**src/verilog/draw_pkg.sv**
```systemverilog
package draw_pkg;

   // Screen is 160x120, so one byte covers either axis
   typedef logic [7:0] coord_t;

   // One bit each of red, green and blue
   typedef logic [2:0] pixel_colour_t;

   localparam pixel_colour_t PIX_BLACK  = 3'b000;
   localparam pixel_colour_t PIX_GREEN  = 3'b010;
   localparam pixel_colour_t PIX_CYAN   = 3'b011;
   localparam pixel_colour_t PIX_RED    = 3'b100;
   localparam pixel_colour_t PIX_PINK   = 3'b101;
   localparam pixel_colour_t PIX_YELLOW = 3'b110;
   localparam pixel_colour_t PIX_WHITE  = 3'b111;

   // **************************************************************************
   // Sprite geometry
   // **************************************************************************
   localparam int SPRITE_SIDE   = 16;
   localparam int SPRITE_PIXELS = SPRITE_SIDE * SPRITE_SIDE;

   // Left edge of each square on the shared row
   localparam coord_t SQUARE_X [4] = '{8'd30, 8'd60, 8'd90, 8'd120};
   localparam coord_t SQUARE_Y     = 8'd52;

endpackage

```
**src/verilog/game_pkg.sv**
```systemverilog
package game_pkg;

   // Square position counted from the left
   typedef logic [1:0] square_t;

   // What the coloured square asks of the player
   typedef enum logic [2:0]
   {
      CLASS_RED,
      CLASS_YELLOW,
      CLASS_GREEN,
      CLASS_PINK,
      CLASS_CYAN
   } colour_class_t;

   typedef logic [15:0] score_t;
   typedef logic [3:0]  lives_t;

   localparam lives_t LIVES_START = 4'd3;
   localparam lives_t LIVES_MAX   = 4'd15;

   // **************************************************************************
   // Colour selector bands
   // **************************************************************************
   localparam int COLOUR_DRAW_BITS = 7;

   // Inclusive upper bound of each band
   localparam logic [COLOUR_DRAW_BITS-1:0] COLOUR_DRAW_MAX = 7'd100;
   localparam logic [COLOUR_DRAW_BITS-1:0] RED_TOP         = 7'd44;
   localparam logic [COLOUR_DRAW_BITS-1:0] YELLOW_TOP      = 7'd89;
   localparam logic [COLOUR_DRAW_BITS-1:0] GREEN_TOP       = 7'd94;
   localparam logic [COLOUR_DRAW_BITS-1:0] PINK_TOP        = 7'd97;

endpackage
```
**src/verilog/clicky_top.sv**
```systemverilog
`timescale 1ns/1ps

module clicky_top import game_pkg::*, draw_pkg::*;
#(
   parameter int unsigned ROUND_TICKS = 180_000_000,
   parameter int unsigned SPEED_STEP  = 10_000_000,
   parameter int unsigned MIN_TICKS   = 20_000_000,
   parameter int          TICK_WIDTH  = 31
)
(
   input  logic          clk,
   input  logic          reset,
   input  logic [3:0]    keys,
   input  logic          restart,
   output logic          plot,
   output coord_t        x,
   output coord_t        y,
   output pixel_colour_t colour,
   output score_t        score,
   output score_t        high_score,
   output lives_t        lives
);

   logic                  load_white;
   square_t               white_index;
   logic                  load_target;
   logic                  draw_enable;
   logic                  sprite_done;
   logic                  timer_start;
   logic                  times_up;
   logic                  new_game;
   logic                  new_round;
   logic                  press;
   square_t               press_square;
   logic                  apply_update;
   square_t               target_square;
   colour_class_t         target_class;
   pixel_colour_t         target_colour;
   logic [TICK_WIDTH-1:0] round_ticks;

   // **************************************************************************
   // Control
   // **************************************************************************
   round_fsm round_fsm_inst
   (
      .clk          (clk),
      .reset        (reset),
      .keys         (keys),
      .restart      (restart),
      .sprite_done  (sprite_done),
      .times_up     (times_up),
      .lives        (lives),
      .load_white   (load_white),
      .white_index  (white_index),
      .load_target  (load_target),
      .draw_enable  (draw_enable),
      .timer_start  (timer_start),
      .new_game     (new_game),
      .new_round    (new_round),
      .press        (press),
      .press_square (press_square),
      .apply_update (apply_update)
   );

   round_timer #(.TICK_WIDTH(TICK_WIDTH)) round_timer_inst
   (
      .clk         (clk),
      .reset       (reset),
      .timer_start (timer_start),
      .round_ticks (round_ticks),
      .times_up    (times_up)
   );

   // **************************************************************************
   // Game state and drawing
   // **************************************************************************
   target_picker target_picker_inst
   (
      .clk           (clk),
      .reset         (reset),
      .load_target   (load_target),
      .target_square (target_square),
      .target_class  (target_class),
      .target_colour (target_colour)
   );

   answer_judge
   #(
      .ROUND_TICKS (ROUND_TICKS),
      .SPEED_STEP  (SPEED_STEP),
      .MIN_TICKS   (MIN_TICKS),
      .TICK_WIDTH  (TICK_WIDTH)
   )
   answer_judge_inst
   (
      .clk           (clk),
      .reset         (reset),
      .new_game      (new_game),
      .new_round     (new_round),
      .press         (press),
      .press_square  (press_square),
      .apply_update  (apply_update),
      .target_square (target_square),
      .target_class  (target_class),
      .score         (score),
      .high_score    (high_score),
      .lives         (lives),
      .round_ticks   (round_ticks)
   );

   square_plotter square_plotter_inst
   (
      .clk           (clk),
      .reset         (reset),
      .load_white    (load_white),
      .white_index   (white_index),
      .load_target   (load_target),
      .target_square (target_square),
      .target_colour (target_colour),
      .draw_enable   (draw_enable),
      .plot          (plot),
      .x             (x),
      .y             (y),
      .colour        (colour),
      .sprite_done   (sprite_done)
   );

endmodule

```
**src/verilog/round_fsm.sv**
```systemverilog
`timescale 1ns/1ps

module round_fsm import game_pkg::*;
(
   input  logic       clk,
   input  logic       reset,
   input  logic [3:0] keys,
   input  logic       restart,
   input  logic       sprite_done,
   input  logic       times_up,
   input  lives_t     lives,
   output logic       load_white,
   output square_t    white_index,
   output logic       load_target,
   output logic       draw_enable,
   output logic       timer_start,
   output logic       new_game,
   output logic       new_round,
   output logic       press,
   output square_t    press_square,
   output logic       apply_update
);

   typedef enum logic [3:0]
   {
      S_NEW_GAME,
      S_LOAD_WHITE,
      S_DRAW_WHITE,
      S_LOAD_TARGET,
      S_DRAW_TARGET,
      S_ANSWER,
      S_KEY_HELD,
      S_TIME_UP,
      S_SETTLE,
      S_GAME_OVER,
      S_RESTART_WAIT
   } state_t;

   state_t  state;
   state_t  state_next;
   square_t held_square;

   // Lowest numbered key wins
   always_comb
   begin
      press_square = '0;
      for (int i = 3; i >= 0; i--)
         if (keys[i])
            press_square = square_t'(i);
   end

   always_comb
   begin
      state_next = state;
      case (state)
         S_NEW_GAME:    state_next = S_LOAD_WHITE;
         S_LOAD_WHITE:  state_next = S_DRAW_WHITE;
         S_DRAW_WHITE:
            if (sprite_done)
               state_next = (white_index == 2'd3) ? S_LOAD_TARGET : S_LOAD_WHITE;
         S_LOAD_TARGET: state_next = S_DRAW_TARGET;
         S_DRAW_TARGET:
            if (sprite_done)
               state_next = S_ANSWER;
         S_ANSWER:
            if (times_up)
               state_next = S_TIME_UP;
            else if (|keys)
               state_next = S_KEY_HELD;
         // Timer keeps running while the key is down
         S_KEY_HELD:
            if (times_up)
               state_next = S_TIME_UP;
            else if (!keys[held_square])
               state_next = S_ANSWER;
         S_TIME_UP:     state_next = S_SETTLE;
         S_SETTLE:      state_next = (lives == '0) ? S_GAME_OVER : S_LOAD_WHITE;
         S_GAME_OVER:
            if (restart)
               state_next = S_RESTART_WAIT;
         S_RESTART_WAIT:
            if (!restart)
               state_next = S_NEW_GAME;
         default:       state_next = S_NEW_GAME;
      endcase
   end

   always_ff @(posedge clk)
   begin
      if (reset)
      begin
         state       <= S_NEW_GAME;
         white_index <= '0;
      end
      else
      begin
         state <= state_next;
         // Wraps back to 0 after the fourth white square
         if (state == S_DRAW_WHITE && sprite_done)
            white_index <= white_index + 2'd1;
      end
   end

   always_ff @(posedge clk)
   begin
      if (reset)
         held_square <= '0;
      else if (press)
         held_square <= press_square;
   end

   assign load_white   = (state == S_LOAD_WHITE);
   assign load_target  = (state == S_LOAD_TARGET);
   assign draw_enable  = (state == S_DRAW_WHITE) || (state == S_DRAW_TARGET);
   assign timer_start  = (state == S_DRAW_TARGET) && sprite_done;
   assign new_game     = (state == S_NEW_GAME);
   assign new_round    = (state == S_LOAD_TARGET);
   assign press        = (state == S_ANSWER) && !times_up && (|keys);
   assign apply_update = (state == S_TIME_UP);

endmodule

```
**src/verilog/square_plotter.sv**
```systemverilog
`timescale 1ns/1ps

module square_plotter import game_pkg::*, draw_pkg::*;
(
   input  logic          clk,
   input  logic          reset,
   input  logic          load_white,
   input  square_t       white_index,
   input  logic          load_target,
   input  square_t       target_square,
   input  pixel_colour_t target_colour,
   input  logic          draw_enable,
   output logic          plot,
   output coord_t        x,
   output coord_t        y,
   output pixel_colour_t colour,
   output logic          sprite_done
);

   localparam int SIDE_BITS = $clog2(SPRITE_SIDE);
   localparam int CNT_BITS  = $clog2(SPRITE_PIXELS);

   logic [CNT_BITS-1:0] pix_cnt;
   square_t             white_square;
   logic                is_target;
   square_t             base_square;
   coord_t              base_x;
   pixel_colour_t       base_colour;

   always_ff @(posedge clk)
   begin
      if (reset)
      begin
         pix_cnt      <= '0;
         white_square <= '0;
         is_target    <= 1'b0;
      end
      else
      begin
         if (load_white)
         begin
            white_square <= white_index;
            is_target    <= 1'b0;
         end
         else if (load_target)
            is_target <= 1'b1;

         if (load_white || load_target)
            pix_cnt <= '0;
         else if (draw_enable)
            pix_cnt <= pix_cnt + 1'b1;
      end
   end

   // Picker latches on the same load, then holds steady through the draw
   assign base_square = is_target ? target_square : white_square;
   assign base_x      = SQUARE_X[base_square];
   assign base_colour = is_target ? target_colour : PIX_WHITE;
   assign sprite_done = draw_enable && (pix_cnt == CNT_BITS'(SPRITE_PIXELS - 1));

   // **************************************************************************
   // Pixel write one cycle behind the count
   // **************************************************************************
   always_ff @(posedge clk)
   begin
      if (reset)
         plot <= 1'b0;
      else
         plot <= draw_enable;
   end

   always_ff @(posedge clk)
   begin
      x      <= base_x + coord_t'(pix_cnt[SIDE_BITS-1:0]);
      y      <= SQUARE_Y + coord_t'(pix_cnt[CNT_BITS-1:SIDE_BITS]);
      colour <= base_colour;
   end

endmodule

```
**src/verilog/answer_judge.sv**
```systemverilog
`timescale 1ns/1ps

module answer_judge import game_pkg::*;
#(
   parameter int unsigned ROUND_TICKS = 180_000_000,
   parameter int unsigned SPEED_STEP  = 10_000_000,
   parameter int unsigned MIN_TICKS   = 20_000_000,
   parameter int          TICK_WIDTH  = 31
)
(
   input  logic                  clk,
   input  logic                  reset,
   input  logic                  new_game,
   input  logic                  new_round,
   input  logic                  press,
   input  square_t               press_square,
   input  logic                  apply_update,
   input  square_t               target_square,
   input  colour_class_t         target_class,
   output score_t                score,
   output score_t                high_score,
   output lives_t                lives,
   output logic [TICK_WIDTH-1:0] round_ticks
);

   localparam logic [TICK_WIDTH-1:0] TICKS_MAX  = TICK_WIDTH'(ROUND_TICKS);
   localparam logic [TICK_WIDTH-1:0] TICKS_MIN  = TICK_WIDTH'(MIN_TICKS);
   localparam logic [TICK_WIDTH-1:0] TICKS_STEP = TICK_WIDTH'(SPEED_STEP);

   logic   answered;
   logic   hit;
   logic   pend_score;
   logic   pend_lose;
   logic   pend_gain;
   logic   pend_faster;
   logic   pend_slower;
   logic   timeout_loss;
   score_t score_inc;

   assign hit          = (press_square == target_square);
   assign score_inc    = score + 16'd1;
   assign timeout_loss = !answered &&
                         (target_class == CLASS_RED || target_class == CLASS_YELLOW);

   // **************************************************************************
   // Pending effect from the first press
   // **************************************************************************
   always_ff @(posedge clk)
   begin
      if (reset || new_round)
      begin
         answered    <= 1'b0;
         pend_score  <= 1'b0;
         pend_lose   <= 1'b0;
         pend_gain   <= 1'b0;
         pend_faster <= 1'b0;
         pend_slower <= 1'b0;
      end
      else if (press && !answered)
      begin
         answered <= 1'b1;
         case (target_class)
            CLASS_RED:
            begin
               pend_score <= hit;
               pend_lose  <= !hit;
            end
            // Yellow means press anything else
            CLASS_YELLOW:
            begin
               pend_score <= !hit;
               pend_lose  <= hit;
            end
            CLASS_GREEN: pend_gain   <= hit;
            CLASS_PINK:  pend_faster <= hit;
            default:     pend_slower <= hit;
         endcase
      end
   end

   // **************************************************************************
   // Round end update
   // **************************************************************************
   always_ff @(posedge clk)
   begin
      if (reset || new_game)
      begin
         score       <= '0;
         lives       <= LIVES_START;
         round_ticks <= TICKS_MAX;
      end
      else if (apply_update)
      begin
         if (pend_score)
            score <= score_inc;
         if ((pend_lose || timeout_loss) && lives != '0)
            lives <= lives - 4'd1;
         if (pend_gain && lives != LIVES_MAX)
            lives <= lives + 4'd1;
         // Period clamped between floor and default
         if (pend_faster)
            round_ticks <= (round_ticks < TICKS_MIN + TICKS_STEP) ?
                           TICKS_MIN : round_ticks - TICKS_STEP;
         if (pend_slower)
            round_ticks <= (round_ticks > TICKS_MAX - TICKS_STEP) ?
                           TICKS_MAX : round_ticks + TICKS_STEP;
      end
   end

   // Survives new games
   always_ff @(posedge clk)
   begin
      if (reset)
         high_score <= '0;
      else if (apply_update && pend_score && score_inc > high_score)
         high_score <= score_inc;
   end

endmodule

```
**src/verilog/target_picker.sv**
```systemverilog
`timescale 1ns/1ps

module target_picker import game_pkg::*, draw_pkg::*;
(
   input  logic          clk,
   input  logic          reset,
   input  logic          load_target,
   output square_t       target_square,
   output colour_class_t target_class,
   output pixel_colour_t target_colour
);

   square_t                     square_cnt;
   logic [COLOUR_DRAW_BITS-1:0] colour_cnt;
   colour_class_t               drawn_class;

   // **************************************************************************
   // Free running selectors
   // **************************************************************************
   always_ff @(posedge clk)
   begin
      if (reset)
      begin
         square_cnt <= '0;
         colour_cnt <= '0;
      end
      else
      begin
         square_cnt <= square_cnt + 2'd1;
         if (colour_cnt == COLOUR_DRAW_MAX)
            colour_cnt <= '0;
         else
            colour_cnt <= colour_cnt + 1'b1;
      end
   end

   // Map selector value to a class through the bands
   always_comb
   begin
      if (colour_cnt <= RED_TOP)
         drawn_class = CLASS_RED;
      else if (colour_cnt <= YELLOW_TOP)
         drawn_class = CLASS_YELLOW;
      else if (colour_cnt <= GREEN_TOP)
         drawn_class = CLASS_GREEN;
      else if (colour_cnt <= PINK_TOP)
         drawn_class = CLASS_PINK;
      else
         drawn_class = CLASS_CYAN;
   end

   // Held for the whole round
   always_ff @(posedge clk)
   begin
      if (load_target)
      begin
         target_square <= square_cnt;
         target_class  <= drawn_class;
      end
   end

   always_comb
   begin
      case (target_class)
         CLASS_RED:    target_colour = PIX_RED;
         CLASS_YELLOW: target_colour = PIX_YELLOW;
         CLASS_GREEN:  target_colour = PIX_GREEN;
         CLASS_PINK:   target_colour = PIX_PINK;
         default:      target_colour = PIX_CYAN;
      endcase
   end

endmodule

```
**src/verilog/round_timer.sv**
```systemverilog
`timescale 1ns/1ps

module round_timer
#(
   parameter int TICK_WIDTH = 31
)
(
   input  logic                  clk,
   input  logic                  reset,
   input  logic                  timer_start,
   input  logic [TICK_WIDTH-1:0] round_ticks,
   output logic                  times_up
);

   logic [TICK_WIDTH-1:0] count;

   // Count of zero means idle
   always_ff @(posedge clk)
   begin
      if (reset)
      begin
         count    <= '0;
         times_up <= 1'b0;
      end
      else
      begin
         times_up <= 1'b0;
         if (timer_start)
            count <= round_ticks - 1'b1;
         else if (count != '0)
         begin
            count    <= count - 1'b1;
            // Pulse lands round_ticks cycles after the start
            times_up <= (count == 1);
         end
      end
   end

endmodule

```
**config.mk**
```make
export PLATFORM = sky130hd
export DESIGN_NAME = clicky_top
export DESIGN_NICKNAME = d
export VERILOG_FILES = /design/src/verilog/draw_pkg.sv /design/src/verilog/game_pkg.sv /design/src/verilog/clicky_top.sv /design/src/verilog/round_fsm.sv /design/src/verilog/square_plotter.sv /design/src/verilog/answer_judge.sv /design/src/verilog/target_picker.sv /design/src/verilog/round_timer.sv
export SDC_FILE = /design/constraint.sdc
export NUM_CORES = 1
export LEC_CHECK = 0
export BUFFER_PORTS_ARGS = -buffer_cell sky130_fd_sc_hd__buf_4
export CAP_MARGIN = 20
export CORE_MARGIN = 4
export CORE_UTILIZATION = 25
export DETAILED_ROUTE_END_ITERATION = 12
export SKIP_CTS_REPAIR_TIMING = 1
export SYNTH_ARGS = -nofsm -noshare
export SYNTH_HDL_FRONTEND = slang
export SYNTH_SLANG_ARGS = --single-unit
```
**constraint.sdc**
```tcl
create_clock -name clk -period 6.39 [get_ports clk]
set_input_delay 0.3195 -clock clk [delete_from_list [all_inputs] [get_ports clk]]
set_output_delay 0.3195 -clock clk [all_outputs]
set_load 0.02 [all_outputs]
```
==> results of run 1 <==
worst max path at each step:
stage	from	endpoint	slack [ns]	cells past startpoint
floorplan	answer_judge_inst.score[0]	answer_judge_inst.high_score[1]	2.77	13
global placement	answer_judge_inst.score[0]	answer_judge_inst.high_score[1]	2.12	12
CTS	answer_judge_inst.score[0]	answer_judge_inst.high_score[4]	1.94	12
detailed placement	answer_judge_inst.score[0]	answer_judge_inst.high_score[1]	1.97	12
finish	answer_judge_inst.score[0]	answer_judge_inst.high_score[4]	2.23	13
global route	answer_judge_inst.score[0]	answer_judge_inst.high_score[1]	1.69	13
state kept, by name, indices dropped and copies added (netlist names), 6 cells and up:
signal,flops
target_picker_inst.colour_cnt,7
round_timer_inst.count,31
answer_judge_inst.score,16
answer_judge_inst.round_ticks,24
square_plotter_inst.x,8
square_plotter_inst.pix_cnt,8
square_plotter_inst.y,6
answer_judge_inst.high_score,16
area by class of cell:
cell class / instances / area (µm²) / area share
timing repair buffer: 69 / 525.5 / 0.05101
clock inverter: 12 / 106.4 / 0.01032
inverter: 39 / 146.4 / 0.01421
sequential: 149 / 3033 / 0.2944
clock buffer: 20 / 436.7 / 0.04239
tap: 455 / 569.3 / 0.05527
multi-input combinational: 835 / 5484 / 0.5324
cells in the mapped netlist (all sizes together) (6+ instances only):
master  number
nor3b        8
or3         12
nor2       146
nor4        26
o21a         6
dfxtp      144
nand2b      10
ha          34
nor2b       10
clkbuf      59
or4         11
o21ai       49
nor3        43
a31o         8
xnor2       58
nand3       24
and3        12
xor2        46
buf         11
a21oi       53
mux2i       19
and2         8
nand2       72
o211ai      11
a31oi       10
or2         11
nand4       19
inv         39
a211o        6
a211oi      47
per-stage QoR:
| step | utilization | area, µm² | worst slack [ns] |
|---|---|---|---|
| 2_1_floorplan | - | 8939 | 2.769 |
| 3_3_place_gp | 0.2793 | 9743 | 2.119 |
| 3_5_place_dp | 0.2793 | 9743 | 1.973 |
| 4_1_cts | 0.2949 | 10290 | 1.945 |
| 5_1_grt | 0.2953 | 10300 | 1.689 |
| 6_report | 0.2953 | 10300 | 2.225 |
worst min-delay path: stages:
cell and delay (ns):
buf_4 0.10, a21oi_1 0.07, mux2i_1 0.13, nor2_1 0.05
report_power, final:
| part | internal [mW] | switching (mW) |
|---|---|---|
| Sequential | 1.02 | 0.101 |
| Combinational | 0.355 | 0.507 |
| Clock | 0.535 | 0.409 |
| Total | 1.91 | 1.02 |
cells in the final DEF (no fill, tap or decap), types with 41 or more instances in the layout:
master	synthesis	layout
nor2_1	145	145
dfxtp_1	144	144
nand2_1	72	72
buf_4	2	68
xnor2_1	58	58
a21oi_1	53	53
xor2_1	46	46
o21ai_0	48	46
a211oi_1	45	45
nor3_1	41	41
cells by family after synthesis:
kind of cell,count (synthesis),share of synthesized area
xor+xnor,104,0.1019
other cells,1,0.0004195
fa+ha+maj,36,0.05207
buf+inv,109,0.04759
mux,21,0.02506
compound gates,242,0.1853
simple gates,431,0.2483
flops,149,0.3393
per-layer routing:
| metal | wire length (µm) | share of wire | global-route usage |
|---|---|---|---|
| met5 | 0 | 0 | 0 |
| met4 | 381 | 0.016 | 0.03903 |
| met3 | 1298 | 0.055 | 0.02678 |
| met2 | 10540 | 0.45 | 0.1858 |
| met1 | 11270 | 0.48 | 0.1658 |
==> metrics.txt, run 1 <==
status complete, no violations; total global routing overflow 0; R2R depth 13; syn nets 1136; Detail Route Antenna Nets 0; Area contributors post-synth dfxtp_1 (32%), nor2_1 (6.1%), xnor2_1 (5.7%); 1st-iter DRT viols ~660; port bufs a little over 60; Via-to-Cell Ratio 5.030; asr flop ratio synth 0; Longest Clk Path Bufs 2; synthesized area 8939 µm²; worst hold path class in2reg; setup TNS 0 ns; I/O Pins between 60 and 70; Die Y approximately 200 µm; pwr/cell area between 200 and 300 nW/µm²; Die Area 38840 µm²; post-DR wirelength/cell around 15 µm; FF-to-FF Start answer_judge_inst.score[0]; final hold vios 0; CTS Buf Count 17; DRC viols 0; synth-to-layout area growth 15.24%; RSZ-0062 raised after global routing false; CTS tree built; Placed Cells 1546; CP delay by family, top simple AND/OR/NAND/NOR gates; max-slew violation count 0; Root Driver clkbuf_16; Buf+Inv Stages, Crit Path 1; diode count 0; first-pass GRT wire length 38710 µm; Warnings, synthesis 0; WP data required 6.72 ns; H-tree depth 4; VDD IR-drop max 0.1911 mV; crit start category register; fraction of the yosys area taken by sequential cells 0.3393; Core Region 34880 µm²; vias about 8000; share of cells above drive strength 1 0.1263; Hold Path Stages 4; number of synthesized flops with an enable pin 5; fin nets between 1000 and 1500; Reg clk slew, reported paths 0.06 ns; Hold Path End round_fsm_inst.held_square[0]; initial antenna violation count 0; LEAKAGE 3.747 nW; initial core utilization 0.2562; Clock Sinks 149; CP cell instances ha_1 > nand3_1 > nor4_1 > nand3_1 > xnor2_1 > ha_1 > a211oi_1 > and4_1 > a32oi_1 > o21ai_2 > buf_8 > nor2_1 > a211oi_1; Syn Area/Cell 8.178 µm²; Yosys reg bits around 150; hold path start keys[0]; max_slew headroom 0.3736; Final Power just under 3 mW; total track usage 0.1198; vias in the first global route 7581; DR pass1 iterations 5; Gate Count Post-Synth 1093; worst slew pin tran slightly above 0.9 ns; final std cells w/o fill 1579; routability cong. 0.8758; Yosys top cell area share 0.3225; Worst path slowest cell nor4_1; final setup violation count 0; number of max-cap violations 0; worst endpoint data arrival time 4.50 ns; # fillers 3734; Tmin final between 4 and 5 ns; Clock Skews 0.01062 ns; CP Max Fanout 19; final WL 23490 µm; Die X ~200 µm; Synth cell types 84; CP endpoint kind register; Synth area leader dfxtp_1; reg2reg setup slack about 2.2 ns; DPL Wire Length 16580 µm; Slowest Stage Delay on Critical Path 0.86 ns; largest net degree at the start of global routing 64; Tcrit/Tclk final 0.6518; Top FF cell, synth dfxtp_1; worst reg2reg path endpoint answer_judge_inst.high_score[4]; hold_ws between 0.2 and 0.3 ns; Crit Path Category reg2reg; Max Freq 0.2401 GHz; num rows 68; worst-skew pair later-pin latency approximately 0.43 ns
Power figures use the tool's default switching activity.
==> run 2: changes to the inputs <==
Clock period 6.39 ns to 3.5 ns, I/O delays scaled along.
==> run 2 against run 1 <==
Against the previous run:
- worst hold slack worse by 0.15 ns
- routed wire length is 0.32% lower
- global-route usage is 0.15 points higher
- total power is 86% higher
- combinational power is 82% higher
- critical endpoint is now answer_judge_inst.high_score[0]
- core utilization is 0.39 points higher
==> metrics.txt, run 2 (synthesis gave the netlist of run 1 again) <==
status complete, no violations; Reg clk slew, reported paths 0.06 ns; Finished Cell Area 10440 µm²; crit start category register; CTS tree built; number of max-cap violations 0; Longest Clk Path Bufs 2; CP endpoint kind register; commonest non-fill, non-tap cell in the layout nor2_1; Core Region roughly 35000 µm²; max_slew headroom 0.4688; Placed Cells 1561; Tmin final 3.133 ns; 1st-iter DRT viols 623; H-tree depth 4; worst-skew pair later-pin latency 0.44 ns; routability cong. 0.8923; DRC viols 0; diode count 0; max reg flops 31; vias between 8000 and 9000; initial antenna violation count 0; fin nets between 1000 and 1500; final setup violation count 0; WP data required 3.86 ns; Via-to-Cell Ratio 5.029; Detail Route Antenna Nets 0; Max Freq 0.3192 GHz; Tcrit/Tclk final 0.8952; RSZ-0062 raised after global routing false; total track usage 0.1213; Clock Skews 0.01172 ns; CP Max Fanout 15; first-pass GRT wire length 39410 µm; vias in the first global route 7761; Clock Sinks 149; LEAKAGE 3.826 nW; Crit Path Category reg2reg; setup TNS 0 ns; synth-to-layout area growth 16.77%; CTS Buf Count 17; final std cells w/o fill about 1600; num rows 68; Die X 197.1 µm; largest net degree at the start of global routing 64; most frequent cells in the layout nor2_1 (145), dfxtp_1 (142), buf_4 (83); VDD IR-drop max 0.3824 mV; worst hold path class in2reg; Largest Register round_timer_inst.count; Die Y 197.1 µm; Die Area between 30000 and 40000 µm²; # fillers 3716; I/O Pins 63; Largest regs round_timer_inst.count x31, answer_judge_inst.round_ticks x24; Root Driver clkbuf_16; initial core utilization 0.2562; share of cells above drive strength 1 0.1397; DPL Wire Length 16730 µm; total global routing overflow 0; post-DR wirelength/cell 14.70 µm; final hold vios 0; worst endpoint data arrival time 3.49 ns; pwr/cell area 521.3 nW/µm²; final WL 23420 µm; max-slew violation count 0; Placement Cell Area between 9000 and 10000 µm²; port bufs 61; worst slew pin tran 0.7896 ns; DR pass1 iterations 5
[run 2: final cells by class]
| class | count | area [µm²] | area share |
|---|---|---|---|
| flip-flops and latches | 149 | 3035 | 0.2908 |
| clock buffers | 20 | 436.7 | 0.04184 |
| repair buffers | 83 | 623.1 | 0.05970 |
| inverters | 39 | 146.4 | 0.01403 |
| well taps | 455 | 569.3 | 0.05454 |
| clock inverters | 12 | 131.4 | 0.01259 |
| multi-input cells | 835 | 5495 | 0.5265 |
[run 2: report_power, final]
group	switching (mW)	leakage (nW)	internal [mW]	total, mW
clock network	0.768	0.268	1.05	1.82
logic	0.920	2.34	0.654	1.57
registers	0.183	1.21	1.87	2.05
[run 2: metrics by stage]
step                      power (mW)  setup slack, ns  utilization  hold WS (ns)
after floorplan                3.352          0.06569            -        0.3584
after global placement         3.629           0.2939       0.2827        0.3898
after detailed placement       3.648           0.2258       0.2827        0.3911
after CTS                      5.491           0.2033       0.2990        0.1032
after global routing           5.773          0.03615       0.2992        0.1296
final                          5.441           0.3668       0.2992        0.1203
[run 2: path summary, 6_finish.rpt]
kind,from,end,slack (ns),cells after the start
worst max-delay path,answer_judge_inst.score[1],answer_judge_inst.high_score[0],0.37,13
worst min-delay path,keys[0],round_fsm_inst.held_square[0],0.12,4
worst max register to register,answer_judge_inst.score[1],answer_judge_inst.high_score[0],0.37,13
worst min register to register,square_plotter_inst.pix_cnt[0],square_plotter_inst.x[0],0.40,0
[run 2: worst max-delay path: stages (launching register included)]
cell and delay, ns:
dfxtp_1 0.39, ha_1 0.23, nand3_1 0.14, nor4_2 0.43
nand3_1 0.14, xnor2_1 0.17, ha_1 0.29, nand4_1 0.11
a211o_1 0.29, a32oi_1 0.18, o21ai_2 0.10, buf_4 0.19
or2_2 0.28, a21oi_1 0.11
[run 2: layer usage]
metal,up-vias,part of all wire,global-route usage
li1,3990,-,-
met1,3800,0.48,0.1662
met2,189,0.45,0.1863
met3,32,0.053,0.02968
met4,0,0.017,0.04340
met5,-,0,0
